===== src/source/ex_isa_pkg.sv =====
/*
 * Execute stage ISA constants
 * Word width, functional-unit select bits, micro-op codes and the
 * multiplier step count shared by the execute stage units.
 */
`default_nettype none

package ex_isa_pkg;

    localparam int XLEN      = 32;              // Data word width
    localparam int SHAMT_W   = 5;               // Shift amount bits
    localparam int MUL_STEPS = 32;              // One step per multiplier bit
    localparam int MUL_CW    = 6;               // Must hold MUL_STEPS

    typedef logic [XLEN-1:0] word_t;            // One data word
    typedef logic [3:0]      fu_t;              // One-hot unit select
    typedef logic [4:0]      uop_t;             // Micro-op code

    // Bit positions inside fu_t
    localparam int FU_ALU = 0;
    localparam int FU_MUL = 1;
    localparam int FU_LSU = 2;
    localparam int FU_CFU = 3;

    //--------------------------------------------------
    // Micro-ops, meaning depends on the selected unit
    //--------------------------------------------------
    localparam uop_t ALU_ADD  = 5'd0;
    localparam uop_t ALU_SUB  = 5'd1;
    localparam uop_t ALU_AND  = 5'd2;
    localparam uop_t ALU_OR   = 5'd3;
    localparam uop_t ALU_XOR  = 5'd4;
    localparam uop_t ALU_SLL  = 5'd5;
    localparam uop_t ALU_SRL  = 5'd6;
    localparam uop_t ALU_SRA  = 5'd7;
    localparam uop_t ALU_SLT  = 5'd8;
    localparam uop_t ALU_SLTU = 5'd9;

    localparam uop_t MUL_MUL   = 5'd0;          // Low product word
    localparam uop_t MUL_MULHU = 5'd1;          // High product word

    localparam uop_t LSU_LOAD  = 5'd0;
    localparam uop_t LSU_STORE = 5'd1;

    // Conditional branches sit in 5'b00xxx
    localparam uop_t CFU_BEQ       = 5'b00_000;
    localparam uop_t CFU_BNE       = 5'b00_001;
    localparam uop_t CFU_BLT       = 5'b00_010;
    localparam uop_t CFU_BGE       = 5'b00_011;
    localparam uop_t CFU_BLTU      = 5'b00_100;
    localparam uop_t CFU_BGEU      = 5'b00_101;
    localparam uop_t CFU_JAL       = 5'b10_000;
    localparam uop_t CFU_JALR      = 5'b10_001;
    localparam uop_t CFU_TAKEN     = 5'b11_000; // Resolved branch outcomes
    localparam uop_t CFU_NOT_TAKEN = 5'b11_001;

endpackage

`default_nettype wire


===== src/source/ex_pipe_pkg.sv =====
/*
 * Execute stage pipeline bundles
 * Stage input, stage-3 control and operand payloads, and the
 * forwarding bundle seen by the decode stage.
 */
`default_nettype none

package ex_pipe_pkg;

    // Everything the upstream stage hands over
    typedef struct packed {
        logic [4:0]        rd;                  // Destination register
        ex_isa_pkg::fu_t   fu;                  // Functional unit
        ex_isa_pkg::uop_t  uop;                 // Micro-op code
        ex_isa_pkg::word_t opr_a;               // Operand A
        ex_isa_pkg::word_t opr_b;               // Operand B
        ex_isa_pkg::word_t opr_c;               // Store data / jal target
        logic              trap;                // Raise a trap
        logic [31:0]       instr;               // Instruction word
    } ex_in_t;

    //--------------------------------------------------
    // Stage-3 payloads
    //--------------------------------------------------
    typedef struct packed {
        logic              valid;               // Entry holds an instruction
        logic [4:0]        rd;
        ex_isa_pkg::fu_t   fu;
        ex_isa_pkg::uop_t  uop;                 // Resolved for branches
        logic              trap;
        logic [31:0]       instr;
    } ex_ctrl_t;

    typedef struct packed {
        ex_isa_pkg::word_t opr_a;               // Result or address
        ex_isa_pkg::word_t opr_b;               // Store data or trap cause
    } ex_opr_t;

    // Bypass view of the instruction still in stage 2
    typedef struct packed {
        logic [4:0]        rd;
        ex_isa_pkg::word_t wdata;               // Value to bypass
        logic              load;                // Data not known yet
    } ex_fwd_t;

endpackage

`default_nettype wire


===== src/source/ex_alu.sv =====
/*
 * Integer ALU
 * Add, subtract, logic, shifts and set-less-than, plus compare flags
 * for branches and the raw adder sum for address generation.
 */
`default_nettype none

module ex_alu (
    input  wire ex_isa_pkg::uop_t  i_uop,       // Operation select
    input  wire ex_isa_pkg::word_t i_lhs,       // Left operand
    input  wire ex_isa_pkg::word_t i_rhs,       // Right operand
    input  wire logic              i_unsigned,  // Unsigned compare
    output ex_isa_pkg::word_t      o_result,    // Selected ALU result
    output ex_isa_pkg::word_t      o_sum,       // lhs + rhs
    output logic                   o_lt,        // lhs < rhs
    output logic                   o_eq         // lhs == rhs
);

    import ex_isa_pkg::*;

    logic [SHAMT_W-1:0] shamt;

    assign shamt = i_rhs[SHAMT_W-1:0];          // Low bits only, as in RV32I
    assign o_sum = i_lhs + i_rhs;
    assign o_eq  = i_lhs == i_rhs;

    // One comparator serves slt/sltu and all branch conditions
    assign o_lt  = i_unsigned ? (i_lhs < i_rhs) :
                                ($signed(i_lhs) < $signed(i_rhs));

    //--------------------------------------------------
    // Result select
    //--------------------------------------------------
    always_comb begin
        case (i_uop)
            ALU_ADD:  o_result = o_sum;
            ALU_SUB:  o_result = i_lhs - i_rhs;
            ALU_AND:  o_result = i_lhs & i_rhs;
            ALU_OR:   o_result = i_lhs | i_rhs;
            ALU_XOR:  o_result = i_lhs ^ i_rhs;
            ALU_SLL:  o_result = i_lhs << shamt;
            ALU_SRL:  o_result = i_lhs >> shamt;
            ALU_SRA:  o_result = $signed(i_lhs) >>> shamt; // Sign fill
            ALU_SLT,
            ALU_SLTU: o_result = {{(XLEN-1){1'b0}}, o_lt}; // i_unsigned picks
            default:  o_result = '0;
        endcase
    end

endmodule

`default_nettype wire


===== src/source/ex_mul_iter.sv =====
/*
 * Iterative unsigned multiplier
 * One shift-add step per cycle, MUL_STEPS steps per product.
 * The full 64-bit product is held until the next start.
 */
`default_nettype none

module ex_mul_iter (
    input  wire logic              g_clk,
    input  wire logic              g_resetn,
    input  wire logic              i_start,     // Load operands, begin
    input  wire logic              i_flush,     // Abort current product
    input  wire ex_isa_pkg::word_t i_a,         // Multiplicand
    input  wire ex_isa_pkg::word_t i_b,         // Multiplier
    output logic                   o_done,      // Product valid
    output logic [2*ex_isa_pkg::XLEN-1:0] o_result
);

    import ex_isa_pkg::*;

    logic [MUL_CW-1:0]   count;                 // Steps still to go
    logic [2*XLEN-1:0]   prod;                  // {partial sum, multiplier}
    word_t               mcand;                 // Held multiplicand
    logic [XLEN:0]       step_sum;              // Carry out kept

    // Add multiplicand into the high half when the low bit is set
    assign step_sum = {1'b0, prod[2*XLEN-1:XLEN]} +
                      (prod[0] ? {1'b0, mcand} : {(XLEN+1){1'b0}});

    //--------------------------------------------------
    // Step counter and done flag
    //--------------------------------------------------
    always_ff @(posedge g_clk) begin
        if (!g_resetn || i_flush) begin
            count  <= '0;
            o_done <= 1'b0;
        end else if (i_start) begin
            count  <= MUL_CW'(MUL_STEPS);       // Count down to zero
            o_done <= 1'b0;
        end else if (count != '0) begin
            count  <= count - 1'b1;
            o_done <= count == MUL_CW'(1);      // Last step this edge
        end
    end

    // Datapath, no reset needed
    always_ff @(posedge g_clk) begin
        if (i_start) begin
            prod  <= {{XLEN{1'b0}}, i_b};
            mcand <= i_a;
        end else if (count != '0) begin
            prod  <= {step_sum, prod[XLEN-1:1]}; // Shift right one
        end
    end

    assign o_result = prod;

    // The controller must not restart a product that is still running
    a_no_restart: assert property (@(posedge g_clk) disable iff (!g_resetn)
        i_start |-> count == '0);

endmodule

`default_nettype wire


===== src/source/ex_stall_fsm.sv =====
/*
 * Execute stage stall control
 * Issues single-cycle instructions directly and holds stage 2 busy
 * while a multiply runs or waits for stage 3 to drain.
 */
`default_nettype none

module ex_stall_fsm (
    input  wire logic g_clk,
    input  wire logic g_resetn,
    input  wire logic i_s2_valid,               // Upstream presents an op
    input  wire logic i_is_mul,                 // That op needs the multiplier
    input  wire logic i_mul_done,               // Product ready
    input  wire logic i_s3_valid,               // Stage 3 occupied
    input  wire logic i_s3_busy,                // Stage 3 stalled downstream
    input  wire logic i_flush,
    output logic      o_s2_busy,
    output logic      o_issue,                  // Write a valid entry to stage 3
    output logic      o_advance,                // Stage 3 may be overwritten
    output logic      o_mul_start               // First cycle of MUL_RUN
);

    typedef enum logic [1:0] {IDLE, MUL_RUN, MUL_WAIT} state_t;

    state_t state;
    logic   mul_fin;                            // Multiply result available

    assign o_advance = !i_s3_valid || !i_s3_busy;

    // Done is stale in the start cycle, it still shows the last product
    assign mul_fin = (state == MUL_RUN && i_mul_done && !o_mul_start) ||
                     state == MUL_WAIT;

    assign o_issue = o_advance &&
                     ((state == IDLE && i_s2_valid && !i_is_mul) || mul_fin);

    // Idle without a multiply only stalls on stage 3
    assign o_s2_busy = (state != IDLE || i_is_mul) ? !o_issue : !o_advance;

    //--------------------------------------------------
    // State register
    //--------------------------------------------------
    always_ff @(posedge g_clk) begin
        if (!g_resetn || i_flush) begin
            state       <= IDLE;
            o_mul_start <= 1'b0;
        end else begin
            o_mul_start <= 1'b0;
            case (state)
                IDLE: if (i_s2_valid && i_is_mul) begin
                    state       <= MUL_RUN;
                    o_mul_start <= 1'b1;        // One pulse per multiply
                end
                MUL_RUN: if (mul_fin) begin
                    state <= o_advance ? IDLE : MUL_WAIT;
                end
                MUL_WAIT: if (o_advance) begin
                    state <= IDLE;
                end
                default: state <= IDLE;
            endcase
        end
    end

    // Upstream holds a multiply until it issues
    a_mul_held: assert property (@(posedge g_clk) disable iff (!g_resetn || i_flush)
        (state != IDLE) |-> (i_s2_valid && i_is_mul));
    // A new start clears the last product's done flag
    a_done_clr: assert property (@(posedge g_clk) disable iff (!g_resetn)
        o_mul_start |=> !i_mul_done);

endmodule

`default_nettype wire


===== src/source/ex_stage_reg.sv =====
/*
 * Pipeline register
 * Loadable and flushable, payload type given by parameter.
 */
`default_nettype none

module ex_stage_reg #(
    parameter type T = logic                    // Payload struct
) (
    input  wire logic g_clk,
    input  wire logic g_resetn,
    input  wire logic i_load,                   // Capture i_data
    input  wire logic i_flush,                  // Clear to zero
    input  wire T     i_data,
    output T          o_data
);

    // Flush wins over load
    always_ff @(posedge g_clk) begin
        if (!g_resetn || i_flush) begin
            o_data <= '0;
        end else if (i_load) begin
            o_data <= i_data;
        end
    end

endmodule

`default_nettype wire


===== src/source/ex_stage.sv =====
/*
 * RISC-V execute stage
 * Decodes the unit select, drives ALU, multiplier and branch logic,
 * and writes results into the stage-3 pipeline registers.
 */
`default_nettype none

module ex_stage (
    input  wire logic               g_clk,
    input  wire logic               g_resetn,
    input  wire ex_pipe_pkg::ex_in_t i_s2,      // Instruction from decode
    input  wire logic               i_s2_valid,
    input  wire logic               i_flush,
    input  wire logic               i_s3_busy,  // Memory stage stalled
    output logic                    o_s2_busy,
    output ex_pipe_pkg::ex_ctrl_t   o_s3,
    output ex_pipe_pkg::ex_opr_t    o_s3_opr,
    output ex_pipe_pkg::ex_fwd_t    o_fwd
);

    import ex_isa_pkg::*;
    import ex_pipe_pkg::*;

    logic fu_alu, fu_mul, fu_lsu, fu_cfu;
    logic alu_unsigned, alu_lt, alu_eq;
    logic cfu_cond, cfu_taken, lsu_store;
    logic issue, advance, mul_start, mul_done;
    word_t alu_result, alu_sum, opr_a_cfu, opr_a_mul;
    logic [2*XLEN-1:0] mul_result;
    ex_ctrl_t n_ctrl;
    ex_opr_t  n_opr;

    assign fu_alu = i_s2.fu[FU_ALU];
    assign fu_mul = i_s2.fu[FU_MUL];
    assign fu_lsu = i_s2.fu[FU_LSU];
    assign fu_cfu = i_s2.fu[FU_CFU];

    //--------------------------------------------------
    // Branch compare
    //--------------------------------------------------
    assign cfu_cond     = fu_cfu && i_s2.uop[4:3] == 2'b00;
    assign alu_unsigned = (fu_alu && i_s2.uop == ALU_SLTU) ||
                          (fu_cfu && (i_s2.uop == CFU_BLTU || i_s2.uop == CFU_BGEU));

    always_comb begin
        case (i_s2.uop)
            CFU_BEQ:          cfu_taken = alu_eq;
            CFU_BNE:          cfu_taken = !alu_eq;
            CFU_BLT, CFU_BLTU: cfu_taken = alu_lt; // Sign set by alu_unsigned
            CFU_BGE, CFU_BGEU: cfu_taken = !alu_lt;
            default:          cfu_taken = 1'b0;
        endcase
    end

    // Jump targets are halfword aligned
    assign opr_a_cfu = (i_s2.uop == CFU_JALR) ? {alu_sum[XLEN-1:1], 1'b0} :
                                                {i_s2.opr_c[XLEN-1:1], 1'b0};
    assign opr_a_mul = (i_s2.uop == MUL_MULHU) ? mul_result[2*XLEN-1:XLEN] :
                                                 mul_result[XLEN-1:0];
    assign lsu_store = fu_lsu && i_s2.uop == LSU_STORE;

    //--------------------------------------------------
    // Next stage-3 contents
    //--------------------------------------------------
    always_comb begin
        n_ctrl.valid = issue;
        n_ctrl.rd    = i_s2.rd;
        n_ctrl.fu    = i_s2.fu;
        n_ctrl.uop   = cfu_cond ? (cfu_taken ? CFU_TAKEN : CFU_NOT_TAKEN) : i_s2.uop;
        n_ctrl.trap  = i_s2.trap;
        n_ctrl.instr = i_s2.instr;
        n_opr.opr_a  = ({XLEN{fu_alu}} & alu_result) |
                       ({XLEN{fu_mul}} & opr_a_mul)  |
                       ({XLEN{fu_lsu}} & alu_sum)    | // Load/store address
                       ({XLEN{fu_cfu}} & opr_a_cfu);
        if (i_s2.trap) begin
            n_opr.opr_b = {{(XLEN-5){1'b0}}, i_s2.rd}; // Trap cause
        end else begin
            n_opr.opr_b = lsu_store ? i_s2.opr_c : '0;
        end
    end

    assign o_fwd.rd    = i_s2.rd;
    assign o_fwd.wdata = n_opr.opr_a;
    assign o_fwd.load  = i_s2_valid && fu_lsu && i_s2.uop == LSU_LOAD;

    ex_alu u_alu (
        .i_uop      (i_s2.uop),
        .i_lhs      (i_s2.opr_a),
        .i_rhs      (i_s2.opr_b),
        .i_unsigned (alu_unsigned),
        .o_result   (alu_result),
        .o_sum      (alu_sum),
        .o_lt       (alu_lt),
        .o_eq       (alu_eq)
    );

    ex_mul_iter u_mul (
        .g_clk    (g_clk),
        .g_resetn (g_resetn),
        .i_start  (mul_start),
        .i_flush  (i_flush),
        .i_a      (i_s2.opr_a),
        .i_b      (i_s2.opr_b),
        .o_done   (mul_done),
        .o_result (mul_result)
    );

    ex_stall_fsm u_fsm (
        .g_clk       (g_clk),
        .g_resetn    (g_resetn),
        .i_s2_valid  (i_s2_valid),
        .i_is_mul    (fu_mul),
        .i_mul_done  (mul_done),
        .i_s3_valid  (o_s3.valid),
        .i_s3_busy   (i_s3_busy),
        .i_flush     (i_flush),
        .o_s2_busy   (o_s2_busy),
        .o_issue     (issue),
        .o_advance   (advance),
        .o_mul_start (mul_start)
    );

    ex_stage_reg #(.T(ex_ctrl_t)) u_ctrl_reg (
        .g_clk    (g_clk),
        .g_resetn (g_resetn),
        .i_load   (advance),                    // Bubble when nothing issues
        .i_flush  (i_flush),
        .i_data   (n_ctrl),
        .o_data   (o_s3)
    );

    ex_stage_reg #(.T(ex_opr_t)) u_opr_reg (
        .g_clk    (g_clk),
        .g_resetn (g_resetn),
        .i_load   (issue),
        .i_flush  (i_flush),
        .i_data   (n_opr),
        .o_data   (o_s3_opr)
    );

    // A stalled stage-3 entry must not change under the memory stage
    a_s3_hold: assert property (@(posedge g_clk) disable iff (!g_resetn)
        (o_s3.valid && i_s3_busy && !i_flush) |=> ($stable(o_s3) && $stable(o_s3_opr)));

endmodule

`default_nettype wire


===== config.mk =====
export PLATFORM = sky130hd
export DESIGN_NAME = ex_stage
export DESIGN_NICKNAME = d
export VERILOG_FILES = /design/src/source/ex_isa_pkg.sv /design/src/source/ex_pipe_pkg.sv /design/src/source/ex_alu.sv /design/src/source/ex_mul_iter.sv /design/src/source/ex_stall_fsm.sv /design/src/source/ex_stage_reg.sv /design/src/source/ex_stage.sv
export SDC_FILE = /design/constraint.sdc
export NUM_CORES = 1
export LEC_CHECK = 0
export BUFFER_PORTS_ARGS = -buffer_cell sky130_fd_sc_hd__buf_2
export CAP_MARGIN = 20
export CORE_MARGIN = 2
export CORE_UTILIZATION = 30
export CTS_BUF_LIST = sky130_fd_sc_hd__clkbuf_4 sky130_fd_sc_hd__clkbuf_8
export DETAILED_ROUTE_END_ITERATION = 10
export GPL_ROUTABILITY_DRIVEN = 0
export GPL_TIMING_DRIVEN = 0
export PLACE_DENSITY = 0.55
export SYNTH_ARGS = -nofsm -noshare
export SYNTH_HDL_FRONTEND = slang
export SYNTH_HIERARCHICAL = 1
export SYNTH_SLANG_ARGS = --single-unit

===== constraint.sdc =====
create_clock -name g_clk -period 12.85 [get_ports g_clk]
set_input_delay 1.9275 -clock g_clk [delete_from_list [all_inputs] [get_ports g_clk]]
set_output_delay 1.9275 -clock g_clk [all_outputs]
set_load 0.02 [all_outputs]

# Yosys cells after proc, flatten, opt, wreduce, memory -nomap -nowiden
# Cells that the tools add are included.
classes:
  n_reduce_logical: 40
  add_sub_neg: 4
  order_cmp: 2
  bitwise_logic: 11
  shifts: 3
  eq_ne: 17
  muxes: 21
ops:
  columns: ["cell", "n"]
  rows:
  - ["case mux 32 bit (9 select lines)", 1]
  - ["two-way mux 32 bit", 7]
  - ["AND 32 bit", 5]
  - ["bitwise OR 32 bit", 4]
  - ["< comparator 32 bit", 2]
  - ["adder 32 x 32 -> 33 bit", 1]
  - ["adder 32 bit", 1]
  - ["== test 32 bit", 1]
  - ["left shift 32 x 5 -> 32 bit", 1]
  - [">> shifter 32 x 5 -> 32 bit", 1]
  - [">>> shifter 32 x 5 -> 32 bit", 1]
  - ["subtractor 32 bit", 1]
  - ["XOR 32 bit", 1]
  - ["== test 5 x 3 -> 1 bit (second input constant)", 4]
  - ["logical AND 1 bit", 12]
  - ["two-way mux 6 bit", 2]
  - ["== test 5 x 2 -> 1 bit (second input constant)", 2]
  - ["== test 5 x 4 -> 1 bit (second input constant)", 2]
  - ["OR reduction 2 bit", 5]
  - ["zero test 1 bit", 9]
  - ["two-way mux 2 bit", 4]
  - ["logical OR 1 bit", 7]
  - ["== test 6 x 1 -> 1 bit (second input constant)", 1]
  - ["case mux 2 bit (3 select lines)", 1]
  - ["other kinds (16)", 22]
totals:
  in_bits: 148
  elab_cells: 114
  reg_bits: 218
  output_inout_bits: 151

# Logic depth before layout (Yosys ltp)
logic_depth:
  word_depth: 10
  mapped_depth: 21
  mapped_depth_nobuf: 18

# Hierarchy
# The synthesis kept the hierarchy.
by_module_without_submodules:
  columns: ["module", "area_per_inst_um2", "n_inst", "seq_area_each_um2", "cells_each"]
  rows:
  - ["ex_alu", 8839.7, 1, 0.0, 1306]
  - ["ex_mul_iter", 5615.4, 1, 2702.6, 533]
  - ["ex_stage_reg at u_opr_reg", 2304.7, 1, 1281.2, 207]
  - ["ex_stage", 1921.8, 1, 0.0, 287]
  - ["ex_stage_reg at u_ctrl_reg", 1736.7, 1, 960.9, 156]
  - ["ex_stall_fsm", 160.2, 1, 60.1, 20]

# Worst setup path after synthesis
# No wires, ideal clock.
synth_path:
  path_kind: "input -> output"
  start: "in i_s2[67] (netlist bit)"
  end: "out o_fwd[31] (netlist bit)"
  required_ns: 10.922
  arrival_ns: 6.052
  path_buffers: 6
  setup_slack_ns: 4.871
  cell_stages: 20
  cell_sequence: "clkbuf_1 > inv_1 > buf_2 > buf_2 > clkbuf_1 > ha_1 > buf_6 > nand2b_4 > a2111oi_4 > nor3_2 > o311ai_4 > o21ai_2 > o41ai_2 > a21oi_1 > o31a_1 > a211o_1 > a22o_1 > a221oi_1 > o211ai_1 > buf_4"
synth_lines:
  columns: ["element", "line_no", "text"]
  rows:
  - ["start, declared", "ex_stage.sv:11", "input wire ex_pipe_pkg::ex_in_t i_s2,"]
  - ["end, declared", "ex_stage.sv:18", "output ex_pipe_pkg::ex_fwd_t o_fwd"]

==> reports/metrics.yaml <==
hold_path:
  min_path_type: "reg -> reg"
  min-delay-start: "u_opr_reg/o_data[33]"
  worstHoldEndpoint: "u_opr_reg/o_data[33]"
  hold_depth: 2
critical_path:
  rr_endpoint: "u_mul/o_result[47]"
  crit_type: "in -> out"
  rrSetupSlack_ns: 9.41
  cp-start-kind: "primary input"
  cp-end-kind: "output pin"
  slowest_delay_ns: 0.73
  reg2reg_from: "u_mul/o_result[0]"
  path_max_fanout: 13
  crit_slowest_cell: "buf_1"
  cp.arrival_ns: 8.47
  r2r.worst_path.cells: 11
  critical_path.most_common_cell: "a21oi_1"
  cp_data_required_time_ns: 10.92
  worstPathCellList: "buf_2, buf_4, inv_1, buf_1, buf_1, ha_1, a21oi_1, o211ai_1, nand4_1, a21oi_1, a211oi_2, a21oi_1, a31oi_1, xnor2_1, a211o_1, a22o_1, a221oi_1, o211ai_1, buf_4, buf_2"
cts:
  cts.sinks: 218
  clk_pin_slew_ns: 0.05
  post_cts_buffers: 0
  tritoncts: "built"
  cts_made_buffers: 40
  ctsHtreeMaxLevel: 2
  worst_skew_pair.late_latency_ns: 0.58
  cts_hold_buf: 0
  root_buffer: "clkbuf_8"
  cts_resized: 0
  clk_path_buf_depth: 3
global_route:
  grt_pass1_vias: 20100
  grt.total_usage_pct: 25.0
  antenna_found_initial: 10
  grt_pass1_wl_mm: 134
  grt_max_degree: 36
  gr-total-overflow: 0
sta:
  slew_headroom_pct: 22.4
  setup_viol: 0
  skew_ns: 0.0244
  hold_viol_final: 0
  worstMarginPinSlew_ns: 1.16
  drv_slew: 0
  rsz0062_at_grt: "no"
  whs_ns: 0.485
  tns_ns: 0
  period_minus_slack_ns: 10.40
  fin_crit_sh_pct: 81.0
  timing.fmax_ghz: 0.0961
layout:
  fin_cells: 3770
  fin_nets: 3134
  fillers: 7314
  area_growth_pct: 17.2
  layout-drive-gt1-share_pct: 20.4
logic_synthesis:
  yosys_warnings: 6
  yosysSeqAreaShare_pct: 24.3
  netlist_area_um2: 20600
  synth_edf_count: 64
  synthFlopType: "dfxtp_1"
  synth-seq-cells: 218
  synth_cell_types: 96
  synthArstFlopShare_pct: 0
  syn-mean-instance-area_um2: 8.20
  synthCells: 2509
  syn_nets: 2791
routing:
  ant_nets: 0
  wirelength_mm: 92.4
  remaining_drc_errors: 0
  num_vias: 21600
  drt_iter0_markers: 2441
  via_per_inst: 5.73
  wl_per_cell_um: 24.5
  first_pass_iters: 9
die:
  fp.dieArea_um2: 70700
  chipHeight_um: 266
  start_util_pct: 30.2
  core_area_um2: 68200
  rows: 96
  die_x_um: 266
  ios: 299
pwr:
  power_density_nw_per_um2: 139
  ir_worst_vdd_uv: 90.3
  p_leak_nw: 10.4
  finalPower_mw: 3.36
run:
  drv_cap: 0
placed_design:
  dp_cells: 3691
  io_buffers: 297
  dp.final_hpwl_mm: 74.2
outcome:
  outcome: "complete, no violations"
## cell families (layout without fill, tap and decap cells)
group | Yosys count | count (layout) | share of synthesized area, %
DFF | 218 | 218 | 24.3
muxes | 251 | 251 | 15.1
xor gates and xnor gates | 73 | 73 | 3.11
buffers and inverters | 335 | 707 | 8.00
other | 0 | 7 | 0
adders and majority gates | 134 | 134 | 8.26
and+or+nand+nor | 799 | 799 | 17.9
AOI/OAI and AO/OA | 699 | 699 | 23.3
## how the worst max path moves through the flow
stage / to / cells after the start / startpoint
final: o_fwd[32] / 20 / i_s2[66]
after global routing: o_fwd[32] / 20 / i_s2[66]
after CTS: o_fwd[32] / 20 / i_s2[66]
after detailed placement: o_fwd[32] / 20 / i_s2[66]
after global placement: o_fwd[32] / 20 / i_s2[66]
after floorplan: o_fwd[31] / 20 / i_s2[67]
## worst max-delay path, delay by kind of cell
kind / cells / cell delay, ns
compound gates: 10 / 3.53
xor+xnor: 1 / 0.22
fa+ha+maj: 1 / 0.31
buf+inv: 7 / 2.32
simple gates: 1 / 0.15
## registers in the layout, summed over array words and instances, names as in the netlist
register,flops
u_mul/mcand,32
u_mul/o_done,1
u_mul/count,6
u_ctrl_reg/o_data,48
u_opr_reg/o_data,64
u_fsm/state,2
u_mul/o_result,64
u_fsm/o_mul_start,1
## cells in the final DEF (no fill, tap or decap), drive strengths merged, types with 53 or more instances in the layout
cell type	netlist	layout
buf	118	418
nor2	301	301
nand2	197	197
a21oi	171	171
mux2i	167	167
clkbuf	102	159
dfxtp	154	154
o21ai	146	146
ha	131	131
inv	113	115
and2	68	68
edfxtp	64	64
nand3	63	63
o211ai	62	62
xnor2	57	57
nor3	53	53
## area by class of cell
type | instances | area (um2) | area share [%]
multi-input combinational | 1956 | 13900 | 57.8
sequential | 218 | 5010 | 20.8
timing repair buffer | 301 | 1530 | 6.36
buffer | 220 | 1210 | 5.03
tap | 882 | 1100 | 4.58
clock buffer | 56 | 714 | 2.96
inverter | 115 | 432 | 1.79
clock inverter | 15 | 164 | 0.680
antenna | 7 | 17.5 | 0.0726
## stage by stage
step	util (%)	instance area, um2	worst slack [ns]
3_3_place_gp	34.0	23200	2.76
4_1_cts	35.3	24100	2.80
3_5_place_dp	34.0	23200	2.82
2_1_floorplan	-	20600	4.87
5_1_grt	35.3	24100	2.52
6_report	35.4	24100	2.45
## Yosys cell counts, types with 15 or more instances
| master | instances | area share (%) |
|---|---|---|
| nor2_1 | 300 | 5.5 |
| nand2_1 | 197 | 3.6 |
| a21oi_1 | 171 | 4.2 |
| mux2i_1 | 167 | 8.1 |
| dfxtp_1 | 154 | 15 |
| o21ai_0 | 134 | 3.3 |
| ha_1 | 131 | 8.0 |
| inv_1 | 111 | 2.0 |
| clkbuf_1 | 99 | 1.8 |
| and2_1 | 68 | 2.1 |
| edfxtp_1 | 64 | 9.3 |
| nand3_1 | 63 | 1.5 |
| o211ai_1 | 62 | 2.3 |
| xnor2_1 | 57 | 2.4 |
| nor3_1 | 51 | 1.2 |
| buf_4 | 45 | 1.6 |
| mux4_2 | 43 | 4.7 |
| mux2_2 | 41 | 2.2 |
| a22o_1 | 39 | 1.7 |
| a221oi_1 | 38 | 1.6 |
| buf_2 | 37 | 0.90 |
| a21o_1 | 28 | 1.0 |
| a211oi_1 | 25 | 0.91 |
| a31oi_1 | 25 | 0.76 |
| nand2b_1 | 22 | 0.67 |
| a211o_1 | 21 | 0.89 |
| buf_1 | 20 | 0.36 |
| nand4_1 | 18 | 0.55 |
| xor2_1 | 16 | 0.68 |
| o31ai_1 | 15 | 0.55 |
## report_power, final
part           internal [mW]  switching [mW]
clock                  0.423           0.318
combinational          0.602            1.05
sequential             0.880          0.0906
## layer usage
metal	wire, um	up-vias	GRT usage (%)
met4	4950	6	11.9
met1	38200	10300	32.9
met2	41200	1212	39.6
met3	7970	275	4.51
li1	-	9828	-
met5	39	-	0
Power figures use the tool's default switching activity.
